===== src/logic/dft5_pkg.sv =====
package dft5_pkg;

	// points per radix-5 frame
	localparam int frame_len = 5;

	// wide enough for indices 0 to frame_len-1
	localparam int idx_w = 3;

	// constants are Q14, so products shift back down by 14
	localparam int tw_shift = 14;

	// product register width in the butterfly
	localparam int prod_w = 48;

	// 0.559 = (cos(2pi/5) - cos(4pi/5)) / 2
	localparam logic signed [17:0] k_c3 = 18'sd9159;

	// 1.539
	localparam logic signed [17:0] k_c4 = 18'sd25215;

	// 0.362
	localparam logic signed [17:0] k_c5 = 18'sd5931;

	// 0.951 = sin(2pi/5)
	localparam logic signed [17:0] k_c6 = 18'sd15581;

	typedef enum logic {
		EMIT_IDLE,
		EMIT_RUN
	} emit_state_e;

endpackage


===== src/logic/dft5_index_counter.sv =====
`timescale 1ns/1ps

module dft5_index_counter import dft5_pkg::*; #(
	parameter int modulus = frame_len
) (
	input  logic             clk,
	input  logic             rst_n,
	input  logic             en,
	output logic [idx_w-1:0] idx,
	output logic             wrap
);

	logic at_last;

	assign at_last = (idx == idx_w'(modulus - 1));

	// wrap flags the enabled cycle at the top index
	assign wrap = en && at_last;

	always_ff @(posedge clk) begin
		if (!rst_n) begin
			idx <= '0;
		end else if (en) begin
			if (at_last) begin
				idx <= '0;
			end else begin
				idx <= idx + 1'b1;
			end
		end
	end

endmodule


===== config.mk =====
export PLATFORM = sky130hd
export DESIGN_NAME = dft5_index_counter
export DESIGN_NICKNAME = d
export VERILOG_FILES = /design/src/logic/dft5_pkg.sv /design/src/logic/dft5_index_counter.sv
export SDC_FILE = /design/constraint.sdc
export NUM_CORES = 1
export LEC_CHECK = 0
export BUFFER_PORTS_ARGS = -buffer_cell sky130_fd_sc_hd__buf_4
export CORE_AREA = 2 2 39 41
export CTS_CLUSTER_SIZE = 25
export DETAILED_ROUTE_END_ITERATION = 8
export DIE_AREA = 0 0 41 43
export HOLD_SLACK_MARGIN = 0.08
export REMOVE_ABC_BUFFERS = 1
export SYNTH_ARGS = -nofsm -noshare
export SYNTH_HDL_FRONTEND = slang
export SYNTH_SLANG_ARGS = --single-unit

===== constraint.sdc =====
create_clock -name clk -period 2.7 [get_ports clk]
set_clock_uncertainty 0.1 [all_clocks]
set_input_delay 0.54 -clock clk [delete_from_list [all_inputs] [get_ports clk]]
set_output_delay 0.54 -clock clk [all_outputs]
set_load 0.005 [all_outputs]

# Word-level counts from Yosys, hierarchy flattened
# Cells that the tools add are included.
[word_totals]
regBits = 3
latch_bits = 0
ram_bits = 0
rom_bits = 0
input_bits = 3
word_cells = 5
memories = 0
[op_classes]
add_sub_neg = 1
mul = 0
n_div = 0
magnitude_cmp = 0
eq_ne = 1
shift = 0
muxes = 1
bitwise = 0
n_reduce_logical = 1
[op_table]
columns = ["op", "n"]
rows = [
  ["3-bit by 1-bit adder with 3-bit output (second input constant)", 1],
  ["3-bit == test (second input constant)", 1],
  ["3-bit two-way mux", 1],
  ["1-bit logical AND", 1],
]

# Longest topological paths before layout
[depth]
depth_word = 2
ltp_mapped = 5
ltp_nobuf = 5

# Worst setup path before layout
# OpenSTA, ideal clock, no wires.
[synth_path]
path_kind = "register -> output"
from = "register idx[0]"
to = "output wrap"
arrival_time_ns = 0.838
t_required_ns = 2.060
slack_ns = 1.222
path_stages_with_launch = 4
cell_sequence = "dfxtp_1 -> inv_1 -> ha_1 -> and3_2"
[synth_via]
elab_chain_cells = 2
[synth_rtl]
columns = ["item", "line", "rtl"]
rows = [
  ["from (decl)", "dft5_index_counter.sv:9", "output logic [idx_w-1:0] idx,"],
  ["from (signal assigned)", "dft5_index_counter.sv:27", "idx <= idx + 1'b1;"],
  ["3-bit == test", "dft5_index_counter.sv:15", "assign at_last = (idx == idx_w'(modulus - 1));"],
  ["1-bit logical AND", "dft5_index_counter.sv:18", "assign wrap = en && at_last;"],
  ["to (decl)", "dft5_index_counter.sv:10", "output logic wrap"],
]
# Every way passes these cells.

# Worst setup path in the final report
# Same ends and word-level chain as after synthesis.

==> metrics.txt <==
final-report setup violation count=0; Combinational Power Share=10.9%; largest registers in the final layout=idx: 3 flops; crit path capture type=primary output; first-pass detailed-route iteration total=2; Tightest Hold Check Type=reg2reg; outcome=complete, no violations; synthesized netlist cell count=19; sequential fraction of the synthesis area=36.6%; share of the clock period used by the worst path after layout=69.1%; number of unique standard cell types used by synthesis=10; number of antenna violations at the first check in global routing=0; width of the chip=41 um; Largest register FFs=3; layout cell share with drive strength beyond 1=34.5%; Routability Congestion=0.575; deepest clock path buffer count=2; Avg WL per Cell=7.60 um; sequential cell area=60.1 um2; multi-input logic area=96.3 um2; endpoint of the lowest-slack register-to-register path=idx[2]; reg-to-reg startpoint=idx[0]; effective utilization at floorplan=11.8%; placed cell areas=229 um2; Pwr per Cell Area=571 nW/um2; Final Slew Violations=0; clock group share of total power=55.3%; count of standard-cell rows=14; timing-limited maximum frequency=536 MHz; CTS HTree Levels=1; Sink Count=3; Net Sw Power=0.0343 mW; Final Hold Violating Endpoints=0; first-pass GRT wire length=572 um; die area=1760 um2; cell internal power dissipation=0.111 mW; fraction of power consumed by sequential logic=33.8%; DRT Wirelength=342 um; Clock Latency Late Sink=0.24 ns; flops & latches, synth=3; hold bufs inserted after CTS=0; register-to-register path setup slack=1.58 ns; total negative setup slack=0 ns; fin worst setup slack=0.834 ns; Synth-to-Final Area Change=55.7%; source of the critical timing path=idx[0]; post-CTS setup-driven buffer insertion count=0; register containing the most flip-flops in the final layout=idx; root buf cell=sky130_fd_sc_hd__clkbuf_4; maximum VDD drop=0.000256 V; Worst Setup Path Type=reg2out; cell area after technology mapping=164 um2; maximum number of pins on one net before global-route repair=8; minimum period implied by the final worst setup slack=1.87 ns; Fillers=152; clock-pin slew on the worst setup and hold paths=0.04 ns; number of remaining DRC errors=0; Num CTS Buffers=3; crit path launch type=flop; area share of the largest cell type after synthesis=36.6%; Crit Path Max Fanout=4; Core Region=1380 um2; total number of vias=169; Layout Cell Area excl Fill=255 um2; aggregate global-route resource usage=5.72%; Buffers on Ports=6; TritonCTS clock tree=yes; Critical Path AT=1.23 ns; die height=43 um; slew at the pin closest to its max-slew limit=0.141 ns; overall power=0.146 mW; Max Cap Viol=0; Area contributors post-synth=sky130_fd_sc_hd__dfxtp_1 (37%), sky130_fd_sc_hd__ha_1 (15%), sky130_fd_sc_hd__nand3_1 (9.2%); post-cts repair resize count=0; number of nets with antenna violations after routing=0; Synth Area per Inst=8.63 um2; number of global-route vias before repair=148; setup repair after global routing missed its margin=false; setup slack after placement=1.08 ns; via density per instance=3.76; total number of nets in the final design=35; Final HPWL DP=257 um; Congestion Overflow GR=0; P_leak=0.119 nW; worst relative slew slack=90.5%; warnings from Yosys=0; required time worst endpoint=2.06 ns; number of DRC markers after the initial detailed-route iteration=3; number of top-level design ports=7; area leader, netlist=sky130_fd_sc_hd__dfxtp_1; count of inserted antenna diode cells=0; endpoint of the most critical setup path=wrap; Worst Reg2Reg Path Length in Cells=5; Net Sw Frac=23.6%
kinds of logic (layout without fill, tap and decap cells):
family,count (synthesis),in the layout,synth area share [%]
adders and majority gates,2,2,15.3
AOI/OAI and AO/OA,3,3,12.2
and+or+nand+nor,9,9,31.3
DFF,3,3,36.6
buffers and inverters,2,12,4.58
worst min path at each step:
stage | start | endpoint | slack [ns] | cells past startpoint
after detailed placement | idx[2] | idx[2] | 0.39 | 2
after floorplan | idx[2] | idx[2] | 0.37 | 2
final | idx[2] | idx[2] | 0.39 | 2
after global routing | idx[1] | idx[1] | 0.43 | 2
after CTS | idx[2] | idx[2] | 0.40 | 2
after global placement | idx[2] | idx[2] | 0.39 | 2
layer usage:
layer	wire (um)	up-vias	part of all wire (%)	track usage (%)
li1	-	84	-	-
met1	135	77	39	5.77
met2	136	8	40	5.63
met3	70	0	20	9.42
met4	0	0	0	2.00
met5	0	-	0	0
power groups by stage:
stage | Sequential (mW) | Clock [mW] | Combinational [mW]
global route | 0.0493 | 0.0927 | 0.0188
finish | 0.0492 | 0.0806 | 0.0158
detailed placement | 0.0499 | 0 | 0.0162
global placement | 0.0499 | 0 | 0.0162
CTS | 0.0492 | 0.0849 | 0.0162
floorplan | 0.0497 | 0 | 0.00775
cell type report:
cell class,count,area share [%]
well taps,16,7.84
inverters,2,2.94
repair buffers,6,17.6
flip-flops and latches,3,23.5
clock buffers,4,10.3
multi-input cells,14,37.7
Yosys cell counts:
master and instances:
sky130_fd_sc_hd__dfxtp_1 3, sky130_fd_sc_hd__ha_1 2, sky130_fd_sc_hd__a21boi_1 2, sky130_fd_sc_hd__nand4b_1 1, sky130_fd_sc_hd__inv_1 2, sky130_fd_sc_hd__and3_2 1, sky130_fd_sc_hd__nand2b_1 2, sky130_fd_sc_hd__o21ai_0 1
sky130_fd_sc_hd__nand3_1 3, sky130_fd_sc_hd__nand2_1 2
cells in the final DEF, fill, tap and decap left out, types with 2 or more instances in the layout:
cell                       n
sky130_fd_sc_hd__nand2b_1  2
sky130_fd_sc_hd__ha_1      2
sky130_fd_sc_hd__clkbuf_4  3
sky130_fd_sc_hd__a21boi_1  2
sky130_fd_sc_hd__dfxtp_1   3
sky130_fd_sc_hd__nand2_1   2
sky130_fd_sc_hd__inv_1     2
sky130_fd_sc_hd__buf_4     6
sky130_fd_sc_hd__nand3_1   3
stage by stage:
stage	utilization (%)	hold slack [ns]	cells
final	18.4	0.392	45
after CTS	18.4	0.399	45
after detailed placement	16.5	0.395	41
after global routing	18.4	0.434	45
after floorplan	-	0.374	19
after global placement	16.5	0.387	41
worst max-delay path: stages, from the launching register on:
cell                      delay [ns]
sky130_fd_sc_hd__dfxtp_1        0.37
sky130_fd_sc_hd__inv_1          0.07
sky130_fd_sc_hd__ha_1           0.21
sky130_fd_sc_hd__and3_2         0.21
sky130_fd_sc_hd__buf_4          0.13
Power figures use the tool's default switching activity.
