$ cat src/logic/dft5_pkg.sv
package dft5_pkg;

	// points per radix-5 frame
	localparam int frame_len = 5;

	// wide enough for indices 0 to frame_len-1
	localparam int idx_w = 3;

	// constants are Q14, so products shift back down by 14
	localparam int tw_shift = 14;

	// product register width in the butterfly
	localparam int prod_w = 48;

	// 0.559 = (cos(2pi/5) - cos(4pi/5)) / 2
	localparam logic signed [17:0] k_c3 = 18'sd9159;

	// 1.539
	localparam logic signed [17:0] k_c4 = 18'sd25215;

	// 0.362
	localparam logic signed [17:0] k_c5 = 18'sd5931;

	// 0.951 = sin(2pi/5)
	localparam logic signed [17:0] k_c6 = 18'sd15581;

	typedef enum logic {
		EMIT_IDLE,
		EMIT_RUN
	} emit_state_e;

endpackage

$ cat src/logic/dft5_output_buffer.sv
`timescale 1ns/1ps

module dft5_output_buffer import dft5_pkg::*; #(
	parameter int data_w = 30
) (
	input  logic                     clk,
	input  logic                     rst_n,
	input  logic                     buf_load,
	input  logic [idx_w-1:0]         sel,
	input  logic signed [data_w-1:0] res_real [0:frame_len-1],
	input  logic signed [data_w-1:0] res_imag [0:frame_len-1],
	output logic signed [data_w-1:0] out_real,
	output logic signed [data_w-1:0] out_imag
);

	logic signed [data_w-1:0] mem_real [0:frame_len-1];
	logic signed [data_w-1:0] mem_imag [0:frame_len-1];

	// one frame of butterfly results
	always_ff @(posedge clk) begin
		if (!rst_n) begin
			for (int k = 0; k < frame_len; k++) begin
				mem_real[k] <= '0;
				mem_imag[k] <= '0;
			end
		end else if (buf_load) begin
			for (int k = 0; k < frame_len; k++) begin
				mem_real[k] <= res_real[k];
				mem_imag[k] <= res_imag[k];
			end
		end
	end

	// unused select codes read as zero
	always_comb begin
		out_real = '0;
		out_imag = '0;
		if (sel < idx_w'(frame_len)) begin
			out_real = mem_real[sel];
			out_imag = mem_imag[sel];
		end
	end

endmodule

$ cat config.mk
export PLATFORM = sky130hd
export DESIGN_NAME = dft5_output_buffer
export DESIGN_NICKNAME = d
export VERILOG_FILES = /design/src/logic/dft5_pkg.sv /design/src/logic/dft5_output_buffer.sv
export SDC_FILE = /design/constraint.sdc
export NUM_CORES = 1
export LEC_CHECK = 0
export ABC_AREA = 1
export BUFFER_PORTS_ARGS = -buffer_cell sky130_fd_sc_hd__buf_2
export CAP_MARGIN = 20
export CORE_ASPECT_RATIO = 0.6
export CORE_MARGIN = 2
export CORE_UTILIZATION = 42
export CTS_BUF_LIST = sky130_fd_sc_hd__clkbuf_4
export CTS_CLUSTER_DIAMETER = 200
export DETAILED_ROUTE_END_ITERATION = 8
export PLACE_DENSITY_LB_ADDON = 0.2
export SYNTH_ARGS = -nofsm -noshare
export SYNTH_HDL_FRONTEND = slang
export SYNTH_SLANG_ARGS = --single-unit
$ cat constraint.sdc
create_clock -name clk -period 19.7 [get_ports clk]
set_input_delay 0.985 -clock clk [delete_from_list [all_inputs] [get_ports clk]]
set_output_delay 0.985 -clock clk [all_outputs]
set_load 0.01 [all_outputs]
# --- After elaboration in Yosys (flattened, before gate mapping) ---
# Memories as Yosys holds them, arrays and structs flattened.
# Cells that the tools add are included.
# W data, S select, Z words.
classes:
  magnitude_cmp: 1
  mux: 16
  bitwise: 10
ops:
  columns: ["cell", "count"]
  rows:
  - ["$mux W30", 12]
  - ["$or A1 B1 Y1", 10]
  - ["$mux W1", 4]
  - ["$lt A3 B3 Y1 const B", 1]
totals:
  regBits: 0
  ramBits: 300
  inputBits: 306
  output_inout_bits: 60
  mem_count: 2
memory_table:
  columns: ["memory", "depth", "word_bits", "read_ports", "rd_clocked_by_memory_dff", "write_ports", "line_no", "text"]
  rows:
  - ["mem_imag", 5, 30, 1, 0, 5, "dft5_output_buffer.sv:17", "logic signed [data_w-1:0] mem_imag [0:frame_len-1];"]
  - ["mem_real", 5, 30, 1, 0, 5, "dft5_output_buffer.sv:16", "logic signed [data_w-1:0] mem_real [0:frame_len-1];"]

# --- Depth between registers and ports, before layout ---
# Gate-level depths: netlist (run 1).
logic_depth:
  word_depth: 4
  ltp_mapped: 8

# --- Worst setup path before layout (run 1) ---
# No wires, ideal clock.
synth_path:
  path_type: "input port to flip-flop"
  from: "in buf_load"
  to: "mem mem_imag[0][0], enable pin"
  arrival_time_ns: 5.841
  required_time_ns: 17.468
  path_slack_ns: 11.627
  stages: 2
  path_buffers: 0
  path_cell_list: "inv_1 nand2_1"
synth_lines:
  columns: ["item", "line_no", "text"]
  rows:
  - ["start: declaration", "dft5_output_buffer.sv:8", "input logic buf_load,"]
  - ["end: declaration", "dft5_output_buffer.sv:17", null]

# --- Final worst setup path (run 1) ---
layout_path:
  from: "in sel[1]"
  to: "out out_real[6]"
layout_between:
  elab_chain_cells: 2
  elab_cells_between_ends: 3
layout_rtl:
  columns: ["item", "line_no", "text"]
  rows:
  - ["start: declaration", "dft5_output_buffer.sv:9", "input logic [idx_w-1:0] sel,"]
  - ["$lt A3 B3 Y1 or $mem_v2 Z5 W30 (tied branches)", null, null]
  - ["$mux W30 *", "dft5_output_buffer.sv:38", "if (sel < idx_w'(frame_len)) begin"]
  - ["end: declaration", "dft5_output_buffer.sv:12", "output logic signed [data_w-1:0] out_real,"]
# Mark *: on every way between the ends. The rest lies on a longest branch, timed or not.

==> results of run 1 <==
-- stage by stage --
step | instances | hold WS, ns
3_5_place_dp | 2273 | 1.28
3_3_place_gp | 2273 | 1.28
5_1_grt | 2398 | 0.497
6_report | 2400 | 0.569
2_1_floorplan | 1539 | 1.19
4_1_cts | 2390 | 0.463
-- sequential cells by signal, indices dropped and copies added (netlist names) --
name / flops
mem_real: 150
mem_imag: 150
-- per-layer routing --
layer / part of all wire [%] / track usage, % / up-vias / routed length (um)
li1: - / - / 5560 / -
met4: 1.8 / 7.52 / 10 / 709
met1: 45 / 30.3 / 5312 / 17900
met5: 0.15 / 0 / - / 61
met3: 6.8 / 6.32 / 67 / 2670
met2: 46 / 34.5 / 364 / 18100
-- layout by cell type (no fill, tap or decap) --
cell      Yosys  routed
nor2_4        0       1
nand3_1     240     240
inv_4         0       1
edfxtp_1    300     300
buf_4        21      11
nand2_1     302     300
inv_2         2       4
nand2_4       0       2
nor2_1      300     300
diode_2       0      10
clkbuf_4      0     105
buf_2        49     364
clkinv_1      1      10
buf_12        0       1
inv_1       301     301
-- area by class of cell --
type	instances	area, sq um	area share (%)
antenna	10	25.0	0.147
clock buffer	105	788	4.64
clock inverter	12	45.0	0.265
inverter	304	1140	6.73
multi-input combinational	843	3490	20.5
sequential	300	9010	53.0
tap	450	563	3.31
timing repair buffer	376	1920	11.3
-- kinds of logic (layout without fill, tap and decap cells) --
group / after synthesis / in the layout
buffers and inverters: 396 / 797
other: 0 / 10
flip-flops: 300 / 300
AND/OR/NAND/NOR: 843 / 843
-- worst max-delay path, cell delays in order --
cell	delay, ns
buf_2	0.08
buf_4	0.68
inv_2	0.54
buf_4	0.44
nand3_1	0.14
nand3_1	0.08
nand2_1	0.12
buf_2	0.14
-- worst paths after layout --
kind / start / endpoint / slack, ns / depth (start not counted)
max: sel[1] / out_real[6] / 15.45 / 8
min: res_real[128] / mem_real[0][8] / 0.57 / 3
-- where the power goes --
group,internal (uW),switching (uW)
Sequential,758,13.5
Combinational,58.2,102
Clock,242,246
==> impl_metrics.json, run 1 <==
{
  "synth.lib_cells_used.distinct": 13,
  "area_share_of_the_largest_cell_type_after_synthesis_pct": 63.8,
  "grt_start_max_net_pins": 211,
  "dr_total_vias": 11300,
  "average_cell_area_after_synthesis_sq_um": 9.17,
  "placement.cell_area_sq_mm": 0.0161,
  "synthesis.instances": 1539,
  "timing_worst_setup_path_type": "input port to output pin",
  "post_route_cells_drive_above_1_share_pct": 25.2,
  "final.min_clock_period_ns": 4.25,
  "drt-vias-per-instance": 4.71,
  "synth.cell_area_sq_mm": 0.0141,
  "synthXorXnorAreaFrac_pct": 0,
  "required_ns": 18.72,
  "clock-root-buffer": "clkbuf_4",
  "clock_tree_from_tritoncts": "done",
  "seq_area_frac_synth_pct": 63.8,
  "yosys-top-cells-count": "nand2_1 (302), inv_1 (301), edfxtp_1 (300), nor2_1 (300), nand3_1 (240)",
  "dp_hpwl_um": 25300,
  "critical_path.endpoint_type": "output pin",
  "post_cts.resized_instances": 0,
  "postSynthRegisterBits": 300,
  "drtPass1Iterations": 5,
  "yosys_most_used_dff": "edfxtp_1",
  "report.final.setup_viol": 0,
  "placement.io_buffers": 365,
  "post_cts.repair.setup_buffers": 0,
  "routed_wl_um": 39500,
  "synth_area_leaders": "edfxtp_1 (64%), nand3_1 (8.5%), nand2_1 (8.0%)",
  "synth-compound-area-share_pct": 0,
  "dominant_combinational_cell_family_by_area_after_synthesis": "simple AND/OR/NAND/NOR gates",
  "hold_viol_final": 0,
  "cellLeakagePower_uw": 0.00869,
  "hold_path.class": "input port to flip-flop",
  "maxClockFrequency_ghz": 0.235,
  "power_per_cell_area_mw_per_mm2": 83.6,
  "async_flop_share_pct": 0,
  "drtAntennaViolNets": 0,
  "hold_buffers": 0,
  "number_of_enable_flip_flop_cells_after_synthesis": 300,
  "clk_transition_reported_paths_ns": 0.07,
  "post_synth_fa_ha_maj_area_fraction_pct": 0,
  "p_total_uw": 1420,
  "slew-limit-headroom_pct": 20.2,
  "cts-root-to-sink-buffers": 3,
  "wl_per_cell_um": 16.4,
  "rows": 51,
  "layout.cell_area.non_filler_sq_mm": 0.0170,
  "worst-endpoint-arrival_ns": 3.27,
  "slew_viol_final": 0,
  "place_ws_ns": 15.43,
  "postSynthNetCount": 1845,
  "critical_path.max_fanout": 62,
  "worst_ir_drop_vdd_uv": 41.0,
  "synth.area.mux_share_pct": 0,
  "grt_antenna_before_repair": 16,
  "start_util_pct": 43.1,
  "top_level_ports": 366,
  "synthToLayoutAreaGrowth_pct": 20.4,
  "timing.final.crit_share_pct": 21.6,
  "run_status": "complete, no violations",
  "post-route-drc-count": 0,
  "rsz0062_at_grt": "no",
  "yosys.area_share.simple_pct": 24.6,
  "htree_levels": 3,
  "cts.sinks": 300,
  "die_w_um": 241,
  "final_core_util_pct": 51.9,
  "tritoncts.num_buffers": 75,
  "global_route_wire_length_before_repair_um": 60300,
  "global_route.overflow_total": 0,
  "layout_filler_cell_count": 3150,
  "first_iter_violations": 862,
  "die_h_um": 146,
  "num-nets-final": 2206,
  "setup_ws_ns": 15.45,
  "core_region_area_sq_mm": 0.0327,
  "floorplan.die_area_sq_mm": 0.0351,
  "worst_setup_sp_type": "input port",
  "worst_slew_pin_slew_ns": 1.20,
  "finalWeightedCongestion": 0.842,
  "yosysMostFrequentCell": "nand2_1",
  "via_count_of_the_first_global_routing_pass": 11200,
  "synth_top_area_cell": "edfxtp_1",
  "grt_usage_pct": 22.3,
  "yosys_warnings": 0,
  "maxCapViolations": 0,
  "totalNegativeSetupSlack_ns": 0
}
(Power assumes the default switching activity.)
==> run 2: changes to the inputs <==
==> constraint.sdc (replaced) <==
create_clock -name clk -period 3.5 [get_ports clk]
set_input_delay 0.175 -clock clk [delete_from_list [all_inputs] [get_ports clk]]
set_output_delay 0.175 -clock clk [all_outputs]
set_load 0.01 [all_outputs]
==> run 2 against run 1 <==
Final cell count grew 13%. Total power grew to 6.1 times the previous value. Design area grew 19%. Critical path depth is the same. Hold slack lost 0.32 ns. Clock power grew to 6.4 times the previous value. Worst setup slack lost 14 ns. Core utilization grew 10 points. Critical endpoint is now out_real[0].
==> impl_metrics.json, run 2 (synthesized netlist as in run 1, its figures left out) <==
{
  "worst_setup_sp_type": "input port",
  "global_route.overflow_total": 0,
  "num-nets-final": 2515,
  "worst_slew_pin_slew_ns": 0.897,
  "layout_common_cells": "buf_2 (364), inv_1 (301)",
  "via_count_of_the_first_global_routing_pass": 13300,
  "run_status": "complete, no violations",
  "post-route-drc-count": 0,
  "maxCapViolations": 0,
  "start_util_pct": 43.1,
  "cellLeakagePower_uw": 0.0101,
  "report.final.setup_viol": 0,
  "placement.io_buffers": 365,
  "timing.final.crit_share_pct": 63.6,
  "routed_wl_um": 45600,
  "rsz0062_at_grt": "no",
  "clk_transition_reported_paths_ns": 0.07,
  "dp_hpwl_um": 25800,
  "worst_ir_drop_vdd_uv": 253,
  "top_level_ports": 366,
  "core_region_area_sq_mm": 0.0327,
  "synthToLayoutAreaGrowth_pct": 43.8,
  "critical_path.endpoint_type": "output pin",
  "layout_filler_cell_count": 2722,
  "finalWeightedCongestion": 0.805,
  "p_total_uw": 8700,
  "place_ws_ns": 1.26,
  "clock_tree_from_tritoncts": "done",
  "final.min_clock_period_ns": 2.23,
  "dp_cells": 2282,
  "htree_levels": 3,
  "multi_input_comb_area_sq_mm": 0.00350,
  "grt_usage_pct": 25.9,
  "final_cell_count_no_fill": 2716,
  "maxClockFrequency_ghz": 0.449,
  "top_regs": "mem_imag: 150 flops, mem_real: 150 flops",
  "timing_worst_setup_path_type": "input port to output pin",
  "cts.sinks": 300,
  "hold_viol_final": 0,
  "ff_latch_area_sq_mm": 0.00901,
  "hold_path.class": "input port to flip-flop",
  "wl_per_cell_um": 16.8,
  "clock-root-buffer": "clkbuf_4",
  "totalNegativeSetupSlack_ns": 0,
  "cts-root-to-sink-buffers": 3,
  "post_route_cells_drive_above_1_share_pct": 22.4,
  "first_iter_violations": 1008,
  "drtAntennaViolNets": 0,
  "required_ns": 3.32,
  "drtPass1Iterations": 5,
  "slew_viol_final": 0,
  "power_per_cell_area_mw_per_mm2": 429,
  "rows": 51,
  "global_route_wire_length_before_repair_um": 69800,
  "tritoncts.num_buffers": 75,
  "worst-endpoint-arrival_ns": 2.05,
  "die_h_um": 146,
  "die_w_um": 241,
  "drt-vias-per-instance": 4.75,
  "hold-worst-slack_ns": 0.248,
  "dr_total_vias": 12900,
  "setup_ws_ns": 1.27,
  "grt_antenna_before_repair": 7,
  "critical_path.max_fanout": 58,
  "slew-limit-headroom_pct": 40.2,
  "grt_start_max_net_pins": 88,
  "layout_commonest_cell": "buf_2",
  "floorplan.die_area_sq_mm": 0.0351
}
## run 2: changes by cell type in the layout (fill, tap and decap cells not counted), moves of 3 or more
cell,before,now
buf_12,1,7
buf_4,11,14
bufinv_16,0,4
clkinv_1,10,13
diode_2,10,7
dlygate4sd3_1,0,300
## run 2: what timing repair did
item                                    CTS  global route
resized for setup                         0             0
hold endpoints to repair                300             0
endpoints found under the setup margin    0             0
setup buffers                             0             0
hold buffers                            300             0
## run 2: cell type report
type | count | share of cell area (%)
diodes | 7 | 0.0864
clock buffers | 105 | 3.89
clock inverters | 22 | 0.975
inverters | 304 | 5.64
multi-input cells | 843 | 17.2
flip-flops and latches | 300 | 44.4
well taps | 450 | 2.78
repair buffers | 685 | 25.0
## run 2: metrics by stage
stage | utilization (%) | instance area, sq um
2_1_floorplan | - | 14100
3_3_place_gp | 49.7 | 16300
3_5_place_dp | 49.7 | 16300
4_1_cts | 61.9 | 20300
5_1_grt | 62.0 | 20300
6_report | 62.0 | 20300
## run 2: critical path, stage by stage
cell and delay (ns):
buf_4 0.25, inv_4 0.55, buf_4 0.47, nand2_1 0.10, nand3_1 0.09, nand3_1 0.08, nand2_1 0.13, buf_2 0.15
## run 2: where the power goes
part / switching, uW / internal [uW] / leakage [uW]
logic: 660 / 559 / 0.00628
registers: 77.3 / 4260 / 0.00322
clock network: 1460 / 1680 / 0.000572
total: 2200 / 6500 / 0.0101
## run 2: metal layers
metal	global-route usage, %	vias up	part of all wire (%)
met5	0	-	0
met4	12.2	0	4.1
li1	-	6189	-
met2	41.9	581	47
met3	5.65	145	6.9
met1	33.2	5996	42
## run 2: worst paths after layout
path                from              to  slack [ns]  cells past startpoint
hold / removal     rst_n  mem_imag[4][0]        0.25                      2
setup / recovery  sel[0]     out_real[0]        1.27                      8
