**config.mk**
```make
export PLATFORM = sky130hd
export DESIGN_NAME = dft5_input_gather
export DESIGN_NICKNAME = d
export VERILOG_FILES = /design/src/logic/dft5_pkg.sv /design/src/logic/dft5_input_gather.sv
export SDC_FILE = /design/constraint.sdc
export NUM_CORES = 1
export LEC_CHECK = 0
export BUFFER_PORTS_ARGS = -buffer_cell sky130_fd_sc_hd__buf_4
export CAP_MARGIN = 20
export CORE_UTILIZATION = 45
export DETAILED_ROUTE_END_ITERATION = 10
export HOLD_SLACK_MARGIN = 0.03
export MAX_ROUTING_LAYER = met4
export PLACE_DENSITY = 0.67
export SYNTH_ARGS = -nofsm -noshare
export SYNTH_HDL_FRONTEND = slang
export SYNTH_SLANG_ARGS = --single-unit
```
**constraint.sdc**
```tcl
create_clock -name clk -period 7.75 [get_ports clk]
set_input_delay 1.1625 -clock clk [delete_from_list [all_inputs] [get_ports clk]]
set_output_delay 1.1625 -clock clk [all_outputs]
set_load 0.1 [all_outputs]
```
**src/logic/dft5_pkg.sv**
```systemverilog
package dft5_pkg;

	// points per radix-5 frame
	localparam int frame_len = 5;

	// wide enough for indices 0 to frame_len-1
	localparam int idx_w = 3;

	// constants are Q14, so products shift back down by 14
	localparam int tw_shift = 14;

	// product register width in the butterfly
	localparam int prod_w = 48;

	// 0.559 = (cos(2pi/5) - cos(4pi/5)) / 2
	localparam logic signed [17:0] k_c3 = 18'sd9159;

	// 1.539
	localparam logic signed [17:0] k_c4 = 18'sd25215;

	// 0.362
	localparam logic signed [17:0] k_c5 = 18'sd5931;

	// 0.951 = sin(2pi/5)
	localparam logic signed [17:0] k_c6 = 18'sd15581;

	typedef enum logic {
		EMIT_IDLE,
		EMIT_RUN
	} emit_state_e;

endpackage

```
**src/logic/dft5_input_gather.sv**
```systemverilog
`timescale 1ns/1ps

module dft5_input_gather import dft5_pkg::*; #(
	parameter int data_w = 30
) (
	input  logic                     clk,
	input  logic                     rst_n,
	input  logic                     in_val,
	input  logic signed [data_w-1:0] in_real,
	input  logic signed [data_w-1:0] in_imag,
	input  logic                     last,
	output logic                     frame_val,
	output logic signed [data_w-1:0] frm_real [0:frame_len-1],
	output logic signed [data_w-1:0] frm_imag [0:frame_len-1]
);

	// earlier samples of the frame, oldest in entry 0
	// the incoming sample forms the fifth entry
	logic signed [data_w-1:0] line_real [0:frame_len-2];
	logic signed [data_w-1:0] line_imag [0:frame_len-2];

	always_ff @(posedge clk) begin
		if (!rst_n) begin
			for (int k = 0; k < frame_len - 1; k++) begin
				line_real[k] <= '0;
				line_imag[k] <= '0;
			end
		end else if (in_val) begin
			for (int k = 0; k < frame_len - 2; k++) begin
				line_real[k] <= line_real[k+1];
				line_imag[k] <= line_imag[k+1];
			end
			line_real[frame_len-2] <= in_real;
			line_imag[frame_len-2] <= in_imag;
		end
	end

	// frame is held here until the next one completes
	always_ff @(posedge clk) begin
		if (!rst_n) begin
			frame_val <= 1'b0;
			for (int k = 0; k < frame_len; k++) begin
				frm_real[k] <= '0;
				frm_imag[k] <= '0;
			end
		end else begin
			frame_val <= in_val && last;
			if (in_val && last) begin
				for (int k = 0; k < frame_len - 1; k++) begin
					frm_real[k] <= line_real[k];
					frm_imag[k] <= line_imag[k];
				end
				frm_real[frame_len-1] <= in_real;
				frm_imag[frame_len-1] <= in_imag;
			end
		end
	end

endmodule

```
After elaboration in Yosys (flattened, before gate mapping)
Memories as Yosys holds them, arrays and structs flattened. A register that Yosys moved wholly into a read port is not among the register bits.
Index checks and enable logic that the tools add are counted.
W data, S select, Z words.

word-level totals
  register bits after elaboration = 241
  bits in writable memories = 240
  output and inout port bits = 301
  word-level logic and storage cells = 34
  memories = 2

cells by class
  multiplexer cells = 12
  bitwise operators = 8
  reduce and logical (&&, ||, !) cells = 3

memories
  name       depth  width  read ports  clocked after Yosys merged registers in  wr ports  line                     RTL
  line_imag  4      30     4           1                                        4         dft5_input_gather.sv:20  logic signed [data_w-1:0] line_imag [0:frame_len-2];
  line_real  4      30     4           1                                        4         dft5_input_gather.sv:19  logic signed [data_w-1:0] line_real [0:frame_len-2];

operator list
  kind                 count
  $mux W30             8
  $or A1 B1 Y1         8
  $mux W1              4
  $logic_not A1 Y1     2
  $logic_and A1 B1 Y1  1

Logic depth before layout (Yosys ltp)
Gate-level depths: netlist of run 1.

  depth after elaboration = 4
  depth in mapped cells = 6
  depth with buffers taken out = 2

Worst setup path before layout of run 1
OpenSTA, ideal clock, no wires.

  kind = input port to flip-flop
  start point = input in_val
  end point = memory line_imag[0][0] (enable)
  library setup time = 0.643 ns
  arrival time = 7.156 ns
  required time = 7.107 ns
  setup slack = -0.050 ns
  cell stages on the path = 3
  path buffers = 2
  cell sequence = buf_4 buf_4 nand2b_1

RTL lines
  element             line                     RTL
  start: declaration  dft5_input_gather.sv:8   input logic in_val,
  end: declaration    dft5_input_gather.sv:20

Worst setup path in the final report of run 1
  start point = input last
  end point = register frm_imag[23] (netlist name)

on the way
  longest elaborated chain between the ends = 1

ends and longest elaborated chain
  element                         line                     RTL
  start: declaration              dft5_input_gather.sv:11  input logic last,
  $logic_and A1 B1 Y1             dft5_input_gather.sv:48  if (in_val && last) begin
  end signal: indexed assignment  dft5_input_gather.sv:51  frm_imag[k] <= line_imag[k];
  end signal: indexed assignment  dft5_input_gather.sv:54  frm_imag[frame_len-1] <= in_imag;
  end: declaration                dft5_input_gather.sv:14  output logic signed [data_w-1:0] frm_imag [0:frame_len-1]

No other way between the ends.
A chain may end at the register's enable or synchronous reset.

==> results.json, run 1 <==
{
  "status": "completed",
  "seq_area_frac_synth_pct": 63.9,
  "grt_pass1_vias": 13800,
  "start_kind": "primary input",
  "wl_per_cell_um": 18.8,
  "period_share_pct": 46.1,
  "switching_power_w": 0.00184,
  "post_cts_buffers": 0,
  "slew_viol_final": 0,
  "track_usage_pct": 22.1,
  "core_mm2": 0.0454,
  "period_needed_ns": 3.57,
  "wirelength_um": 52100,
  "power_leakage_nw": 10.3,
  "postCtsHoldBufs": 0,
  "num-fill-cells": 3950,
  "post_cts_resize_count": 0,
  "cts_sinks": 541,
  "ctsRootBufferMaster": "clkbuf_16",
  "antenna_left": 0,
  "syn_area_per_cell_um2": 10.9,
  "yosys.area.top_type": "edfxtp_1",
  "synth_area_leaders": "edfxtp_1, dfxtp_1, nand4_1",
  "multi_input_area_mm2": 0.00603,
  "pwr-share-seq_pct": 47.6,
  "cp_data_arrival_time_ns": 3.98,
  "drive_gt1_share_pct": 21.7,
  "start_util_pct": 45.6,
  "hold_violations": 0,
  "grt_max_degree": 299,
  "cpPeakStageDelay_ns": 0.79,
  "drc": 0,
  "worst-setup-path-type": "in -> reg",
  "ys_seq_elements": 541,
  "die_h_um": 216,
  "dp_cells": 2662,
  "die_w_um": 216,
  "num_antenna_cells": 0,
  "synth_warnings": 0,
  "maxCapViolations": 0,
  "final_nets": 2185,
  "drt_iter0_markers": 1435,
  "place_hpwl_um": 31200,
  "cp_slowest_cell": "and2_4",
  "antenna_found_initial": 1,
  "combPwrFrac_pct": 12.1,
  "maxSlewHeadroom_pct": 4.99,
  "vias": 15300,
  "rsz0062_at_grt": "no",
  "gp_congestion": 0.828,
  "crit_required_ns": 8.16,
  "rows": 78,
  "tns_ns": 0,
  "syn_nets": 1969,
  "mappedNetlistArea_mm2": 0.0207,
  "cp_cell_sequence": "buf_8, and2_4, buf_12, o21ai_0",
  "grt-ovfl-total": 0,
  "power_density_mw_per_mm2": 272,
  "clkPwrFrac_pct": 40.3,
  "cts_tree": "done",
  "clock_latency_ns": 0.59,
  "fin_hold_ws_ns": 0.446,
  "regArea_mm2": 0.0132,
  "hold_class": "reg -> reg",
  "worst_pin_slew_ns": 1.43,
  "grt_pass1_wl_um": 80600,
  "ios": 365,
  "synth_cell_types": 17,
  "setup_viol": 0,
  "stdcell_count": 2767,
  "clk_path_buf_depth": 3,
  "cp_max_fo": 236,
  "htreeDepth": 2,
  "peakVddDrop_v": 0.000148,
  "via_per_inst": 5.53,
  "path_clk_slew_ns": 0.06,
  "syn_inst": 1905,
  "cp-end-kind": "flop",
  "finClkSkew_ns": 0.0151,
  "areaGrowthSynthToFinish_pct": 20.1,
  "switching_share_pct": 27.3,
  "first_pass_iters": 5,
  "p_int_w": 0.00491,
  "yosysTopAreaCellShare_pct": 34.8,
  "fp.dieArea_mm2": 0.0469,
  "numCtsBuffers": 55,
  "portBuffers": 364,
  "maxClockFrequency_ghz": 0.280
}
-- stage by stage --
step,total power (W),util (%),cell area (um^2),setup WS (ns)
floorplan,0.00391,-,20700,2.77
global placement,0.00408,50.5,22900,3.80
detailed placement,0.00409,50.5,22900,3.73
CTS,0.00681,54.7,24800,4.34
global route,0.00699,54.8,24900,4.13
finish,0.00675,54.8,24900,4.18
-- state kept, by name, summed over array words and instances, names as in the netlist --
signal     count
frm_imag     150
frm_real     150
line_imag    120
line_real    120
frame_val      1
-- routing by layer --
layer  GRT usage, %  wire, um
met1           32.6     24900
met5              -         0
met4           7.37      1610
met2           30.1     22400
met3           4.55      3260
-- cell type report --
class | count | area share (%)
Tap cell | 600 | 3.02
Clock buffer | 77 | 6.53
Clock inverter | 26 | 1.06
Multi-Input combinational cell | 1143 | 24.3
Timing Repair Buffer | 380 | 11.9
Sequential cell | 541 | 53.2
-- cells in the mapped netlist, drive strengths merged --
library cell / n
and2: 1
and3: 241
buf: 166
clkbuf: 55
dfxtp: 301
edfxtp: 240
nand2: 300
nand2b: 1
nand4: 300
o21ai: 300
-- critical path, delay by kind of cell --
| kind | cells | cell delay, ns |
|---|---|---|
| buf+inv | 2 | 1.18 |
| simple gates | 1 | 0.79 |
| compound gates | 1 | 0.26 |
-- kinds of logic after synthesis --
group | count (synthesis) | synth area share [%]
flip-flops | 541 | 63.9
buffers and inverters | 221 | 6.96
AND/OR/NAND/NOR | 843 | 21.9
AO/OA/AOI/OAI | 300 | 7.25
-- cells in the final DEF (no fill, tap or decap) --
cell type / instances
and2_4: 1
and3_1: 241
buf_12: 3
buf_16: 2
buf_4: 372
buf_8: 3
bufinv_16: 5
clkbuf_1: 10
clkbuf_16: 59
clkbuf_8: 8
clkinv_1: 5
clkinv_2: 11
clkinv_4: 1
clkinvlp_4: 4
dfxtp_1: 301
edfxtp_1: 240
nand2_1: 300
nand2b_4: 1
nand4_1: 300
o21ai_0: 81
o21ai_1: 219
-- power groups by stage --
stage / sequential (W) / combinational, W / clock (W)
floorplan: 0.00366 / 0.000254 / 0
global placement: 0.00327 / 0.000806 / 0
CTS: 0.00321 / 0.000814 / 0.00278
detailed placement: 0.00327 / 0.000813 / 0
global route: 0.00323 / 0.000854 / 0.00291
finish: 0.00322 / 0.000817 / 0.00272
-- final timing paths --
| kind | start | end | slack, ns | depth (start not counted) |
|---|---|---|---|---|
| setup / recovery | last | frm_imag[23]$_SDFFE_PN0P_ | 4.18 | 4 |
| setup reg to reg | line_real[2][4]$_SDFFCE_PN0P_ | line_real[1][4]$_SDFFCE_PN0P_ | 6.82 | 1 |
| hold reg to reg | frm_imag[49]$_SDFFE_PN0P_ | frm_imag[49]$_SDFFE_PN0P_ | 0.45 | 2 |
| hold / removal | frm_imag[49]$_SDFFE_PN0P_ | frm_imag[49]$_SDFFE_PN0P_ | 0.45 | 2 |
(Power assumes the default switching activity.)
==> run 2, diff against run 1 <==
- clock period: 7.75 -> 3.2 ns (I/O delays scaled with it)
==> run 2 against run 1 <==
Compared with the run above: clock-buffer cell count grew 15; hold slack lost 0.32 ns; clock power grew 130%; flip-flop and latch count is the same; total power grew 140%; wire length shrank 1.2%; non-clock buffer count grew 4; cell count grew 0.18%; critical path depth shrank 3; sequential share of layout area is essentially flat; global-route usage is essentially flat; core utilization is essentially flat; largest cell class unchanged; highest routed layer unchanged.
==> results.json, run 2 (synthesis results as in run 1) <==
{
  "status": "completed",
  "num-fill-cells": 3976,
  "grt-ovfl-total": 0,
  "path_clk_slew_ns": 0.06,
  "post_cts_resize_count": 0,
  "final_common_cell": "buf_4",
  "htreeDepth": 2,
  "post_cts_buffers": 0,
  "cp_slowest_cell": "dfxtp_1",
  "antenna_left": 0,
  "rows": 78,
  "peakVddDrop_v": 0.000423,
  "core_mm2": 0.0454,
  "postCtsHoldBufs": 0,
  "hold_violations": 0,
  "track_usage_pct": 22.1,
  "layout_common_cells": "buf_4, dfxtp_1, nand2_1, nand4_1, and3_1",
  "grt_max_degree": 229,
  "rsz0062_at_grt": "no",
  "cpPeakStageDelay_ns": 0.40,
  "hold_class": "in -> reg",
  "wirelength_um": 51500,
  "areaGrowthSynthToFinish_pct": 20.1,
  "gp_congestion": 0.812,
  "worst_pin_slew_ns": 0.927,
  "first_pass_iters": 7,
  "clk_path_buf_depth": 3,
  "start_kind": "flop",
  "crit_buf_inv": 1,
  "multi_input_area_mm2": 0.00603,
  "cp-end-kind": "primary output",
  "regArea_mm2": 0.0132,
  "crit_required_ns": 2.72,
  "tns_ns": 0,
  "cp_max_fo": 2,
  "grt_pass1_vias": 14100,
  "vias": 15200,
  "setup_viol": 0,
  "drc": 0,
  "wl_per_cell_um": 18.6,
  "worst-setup-path-type": "reg -> out",
  "antenna_found_initial": 0,
  "post-route-util_pct": 54.8,
  "cp_data_arrival_time_ns": 1.33,
  "die_w_um": 216,
  "clock_latency_ns": 0.61,
  "final_nets": 2189,
  "ios": 365,
  "maxSlewHeadroom_pct": 38.2,
  "fin_hold_ws_ns": 0.130,
  "period_needed_ns": 1.81,
  "cp_cell_sequence": "buf_4",
  "crit_family": "flip-flops",
  "fp.dieArea_mm2": 0.0469,
  "start_util_pct": 45.6,
  "finClkSkew_ns": 0.0213,
  "ctsRootBufferMaster": "clkbuf_16",
  "num_antenna_cells": 0,
  "slew_viol_final": 0,
  "period_share_pct": 56.5,
  "cts_sinks": 541,
  "maxCapViolations": 0,
  "cts_tree": "done",
  "die_h_um": 216,
  "drive_gt1_share_pct": 21.6,
  "drt_iter0_markers": 1555,
  "portBuffers": 364,
  "via_per_inst": 5.49,
  "maxClockFrequency_ghz": 0.554,
  "numCtsBuffers": 55,
  "grt_pass1_wl_um": 80700,
  "place_hpwl_um": 31500,
  "power_leakage_nw": 10.3,
  "reg.largest.list": "frm_imag x150, frm_real x150",
  "power_density_mw_per_mm2": 645
}
-- run 2: cell count changes in the layout (fill, tap and decap cells not counted) --
cell / before / now
buf_12: 3 / 11
buf_16: 2 / 0
buf_4: 372 / 370
bufinv_16: 5 / 0
clkbuf_1: 10 / 19
clkbuf_16: 59 / 58
clkbuf_8: 8 / 15
clkinv_1: 5 / 2
clkinv_2: 11 / 5
clkinvlp_4: 4 / 1
inv_6: 0 / 3
-- run 2: routing by layer --
metal  vias up  GRT usage [%]  part of all wire (%)
met5         -              -                     0
met4         0           8.59                   3.6
met3        99           4.18                   6.1
met2       495           30.1                    43
met1      7211           32.4                    47
li1       7412              -                     -
-- run 2: where the power goes --
part	switching, W	internal [W]
clock	0.00259	0.00368
combinational	0.00160	0.000380
sequential	0.000206	0.00758
total	0.00440	0.0116
-- run 2: layout make-up --
type / count / share of cell area [%]
flip-flops and latches: 541 / 53.2
multi-input cells: 1143 / 24.3
repair buffers: 384 / 12.2
clock buffers: 92 / 6.95
well taps: 600 / 3.02
clock inverters: 12 / 0.302
-- run 2: stage by stage --
stage	cell area (um^2)	instances	power, W	worst slack [ns]
5_1_grt	24900	2772	0.0166	1.33
2_1_floorplan	20700	1905	0.00947	0.230
6_report	24900	2772	0.0160	1.39
4_1_cts	24900	2772	0.0162	1.34
3_3_place_gp	23100	2668	0.00990	1.01
3_5_place_dp	23100	2668	0.00992	0.971
-- run 2: path summary, 6_finish.rpt --
check,end,slack (ns),start,cells past startpoint
hold reg to reg,frm_imag[44]$_SDFFE_PN0P_,0.45,frm_imag[44]$_SDFFE_PN0P_,2
setup reg to reg,line_imag[1][26]$_SDFFCE_PN0P_,2.28,line_imag[2][26]$_SDFFCE_PN0P_,1
setup / recovery,frm_real[142],1.39,frm_real[142]$_SDFFE_PN0P_,1
hold / removal,frm_imag[14]$_SDFFE_PN0P_,0.13,in_imag[14],3
==> run 3, diff against run 2 <==
- ABC_AREA: default -> 1
- clock period: 3.2 -> 1.56 ns (I/O delays scaled with it)
==> run 3 against run 2 <==
Compared with the run above: the flow now finishes with violations (DRC); register-to-register slack worse by 1.6 ns; die area rose by 3.4%; wire length hardly changed; total power increased by 130%; flip-flop and latch count did not move; first-iteration DRC count fell by 32%; clock skew decreased by 0.0029 ns; global-route usage shrank 0.34 points; largest power group unchanged.
==> results.json, run 3 <==
{
  "dpl_cell_area_mm2": 0.0251,
  "seq_area_frac_synth_pct": 61.8,
  "finClkSkew_ns": 0.0184,
  "yosysTopAreaCellShare_pct": 33.7,
  "ctsRootBufferMaster": "clkbuf_16",
  "rows": 79,
  "setup_viol": 0,
  "power_leakage_nw": 14.1,
  "maxSlewHeadroom_pct": 75.5,
  "hold_end": "frm_real[67]$_SDFFE_PN0P_",
  "start_kind": "flop",
  "cp_data_arrival_time_ns": 1.28,
  "wl_met3_um": 2920,
  "rsz0062_at_grt": "no",
  "worst_pin_slew_ns": 0.368,
  "cts_tree": "done",
  "hold_class": "in -> reg",
  "final_nets": 3132,
  "clock_latency_ns": 0.61,
  "mappedNetlistArea_mm2": 0.0214,
  "antenna_found_initial": 0,
  "hold_depth": 5,
  "grt_pass1_wl_um": 80700,
  "numCtsBuffers": 55,
  "drive_gt1_share_pct": 16.3,
  "layout_common_cells": "nor2_1, nand2_1, inv_1, buf_4, dfxtp_1",
  "areaGrowthSynthToFinish_pct": 28.9,
  "cp-end-kind": "primary output",
  "pwr-share-seq_pct": 44.6,
  "post_cts_buffers": 0,
  "rr_worst_depth": 2,
  "cp-startpoint": "frm_real[25]$_SDFFE_PN0P_",
  "power_density_mw_per_mm2": 1330,
  "drt_iter0_markers": 1060,
  "tns_ns": 0,
  "crit_required_ns": 1.33,
  "post-route-util_pct": 59.0,
  "switching_share_pct": 31.5,
  "r2r-start": "line_imag[3][0]$_SDFFCE_PN0P_",
  "p_int_w": 0.0251,
  "path_clk_slew_ns": 0.06,
  "place_hpwl_um": 35300,
  "synth_cell_types": 12,
  "cts_sinks": 541,
  "cp_cell_sequence": "buf_4",
  "track_usage_pct": 21.8,
  "synthFlopType": "dfxtp_1",
  "synth-edff-count": 240,
  "worst-setup-path-type": "reg -> out",
  "syn_nets": 2716,
  "vias": 16300,
  "first_pass_iters": 8,
  "antenna_left": 0,
  "die_h_um": 220,
  "htreeDepth": 2,
  "total_power_w": 0.0366,
  "wl_per_cell_um": 13.8,
  "drc": 13,
  "grt_max_degree": 77,
  "timing.rr.end": "line_imag[2][0]$_SDFFCE_PN0P_",
  "maxClockFrequency_ghz": 0.658,
  "ios": 365,
  "clk_path_buf_depth": 3,
  "status": "finished with violations",
  "reg.largest.list": "frm_imag x150, frm_real x150",
  "synth_area_leaders": "edfxtp_1, dfxtp_1, nor2_1",
  "hold_violations": 0,
  "switching_power_w": 0.0115,
  "drt-met1-wl_um": 23900,
  "syn_inst": 2652,
  "grt-ovfl-total": 0,
  "num_antenna_cells": 0,
  "synth_commonest_cells": "nor2_1, nand2_1, inv_1, dfxtp_1, edfxtp_1",
  "wl_met2_um": 23100,
  "portBuffers": 364,
  "cpPeakStageDelay_ns": 0.37,
  "maxCapViolations": 0,
  "period_needed_ns": 1.52,
  "synthArstFlopShare_pct": 0,
  "via_per_inst": 4.37,
  "syn_area_per_cell_um2": 8.07,
  "start_util_pct": 45.8,
  "slew_viol_final": 0,
  "violations": "DRC",
  "crit_buf_inv": 1,
  "ys_seq_elements": 541,
  "gp_congestion": 0.862,
  "yosys.area.top_type": "edfxtp_1",
  "fp.dieArea_mm2": 0.0484,
  "crit_family": "flip-flops",
  "peakVddDrop_v": 0.00100,
  "wirelength_um": 51400,
  "topRoutingLayerUsed": "met4",
  "dp_cells": 3557,
  "finalInstanceArea_mm2": 0.0276,
  "stdcell_count": 3722,
  "cp_slowest_cell": "dfxtp_1",
  "core_mm2": 0.0468,
  "clkPwrFrac_pct": 36.2,
  "num-fill-cells": 4061,
  "hold_start": "last",
  "period_share_pct": 97.4,
  "combPwrFrac_pct": 19.2,
  "grt_pass1_vias": 15200,
  "die_w_um": 220,
  "cp_max_fo": 2,
  "rrSetupSlack_ns": 0.65,
  "synth_most_common_cell": "nor2_1",
  "final_common_cell": "nor2_1",
  "synth_warnings": 0
}
==> run 3: cell count changes in the layout (fill, tap and decap cells not counted), sizes merged, moves of 9 or more <==
cell	change
nor2	+841
inv	+540
nand2	+302
nand4	-300
o21ai	-300
and3	-241
dlygate4sd3	+61
buf	+40
clkbuf	-17
clkinv	+9
==> run 3: cell type report <==
| cell class | count | area [um^2] | area share [%] |
|---|---|---|---|
| Sequential cell | 541 | 13200 | 48.0 |
| Multi-Input combinational cell | 1444 | 5450 | 19.8 |
| Timing Repair Buffer | 485 | 4280 | 15.5 |
| Inverter | 541 | 2030 | 7.36 |
| Clock buffer | 75 | 1530 | 5.56 |
| Tap cell | 607 | 759 | 2.75 |
| Clock inverter | 29 | 295 | 1.07 |
==> run 3: cell families after synthesis <==
kind of cell / share of synthesized area (%)
buffers and inverters: 12.8
flip-flops: 61.8
AND/OR/NAND/NOR: 25.3
==> run 3: stage by stage <==
stage / hold WS [ns] / setup WS, ns
after global placement: 0.455 / 0.255
after floorplan: 0.369 / -1.12
final: 0.230 / 0.0413
after detailed placement: 0.455 / 0.242
after global routing: 0.227 / 0.000450
after CTS: 0.191 / 0.000553
==> run 3: what timing repair did <==
action,4_1_cts,5_1_grt
hold buffers,61,0
endpoints found under the hold margin,121,0
resized for setup,12,6
setup endpoints to repair,12,6
==> run 3: routing by layer <==
| metal | global-route usage, % | vias up |
|---|---|---|
| li1 | - | 8459 |
| met3 | 3.69 | 88 |
| met1 | 30.1 | 7309 |
| met4 | 7.72 | 0 |
| met2 | 32.3 | 397 |
| met5 | - | - |
==> run 3: power groups by stage <==
stage                     Clock (W)  Sequential, W  Combinational (W)
after floorplan                   0         0.0201            0.00168
after global placement            0         0.0166            0.00683
after detailed placement          0         0.0166            0.00690
after CTS                    0.0135         0.0163            0.00706
after global routing         0.0141         0.0164            0.00748
final                        0.0132         0.0163            0.00704
==> run 3: worst max path at each step <==
stage                                           to  slack [ns]  depth (start not counted)
finish                                frm_real[25]        0.04                          1
global route                          frm_real[53]      0.0005                          1
CTS                                  frm_imag[104]      0.0006                          1
detailed placement       frm_imag[37]$_SDFFE_PN0P_        0.24                          5
global placement    line_imag[0][26]$_SDFFCE_PN0P_        0.26                          4
floorplan            line_imag[0][0]$_SDFFCE_PN0P_       -1.12                          4
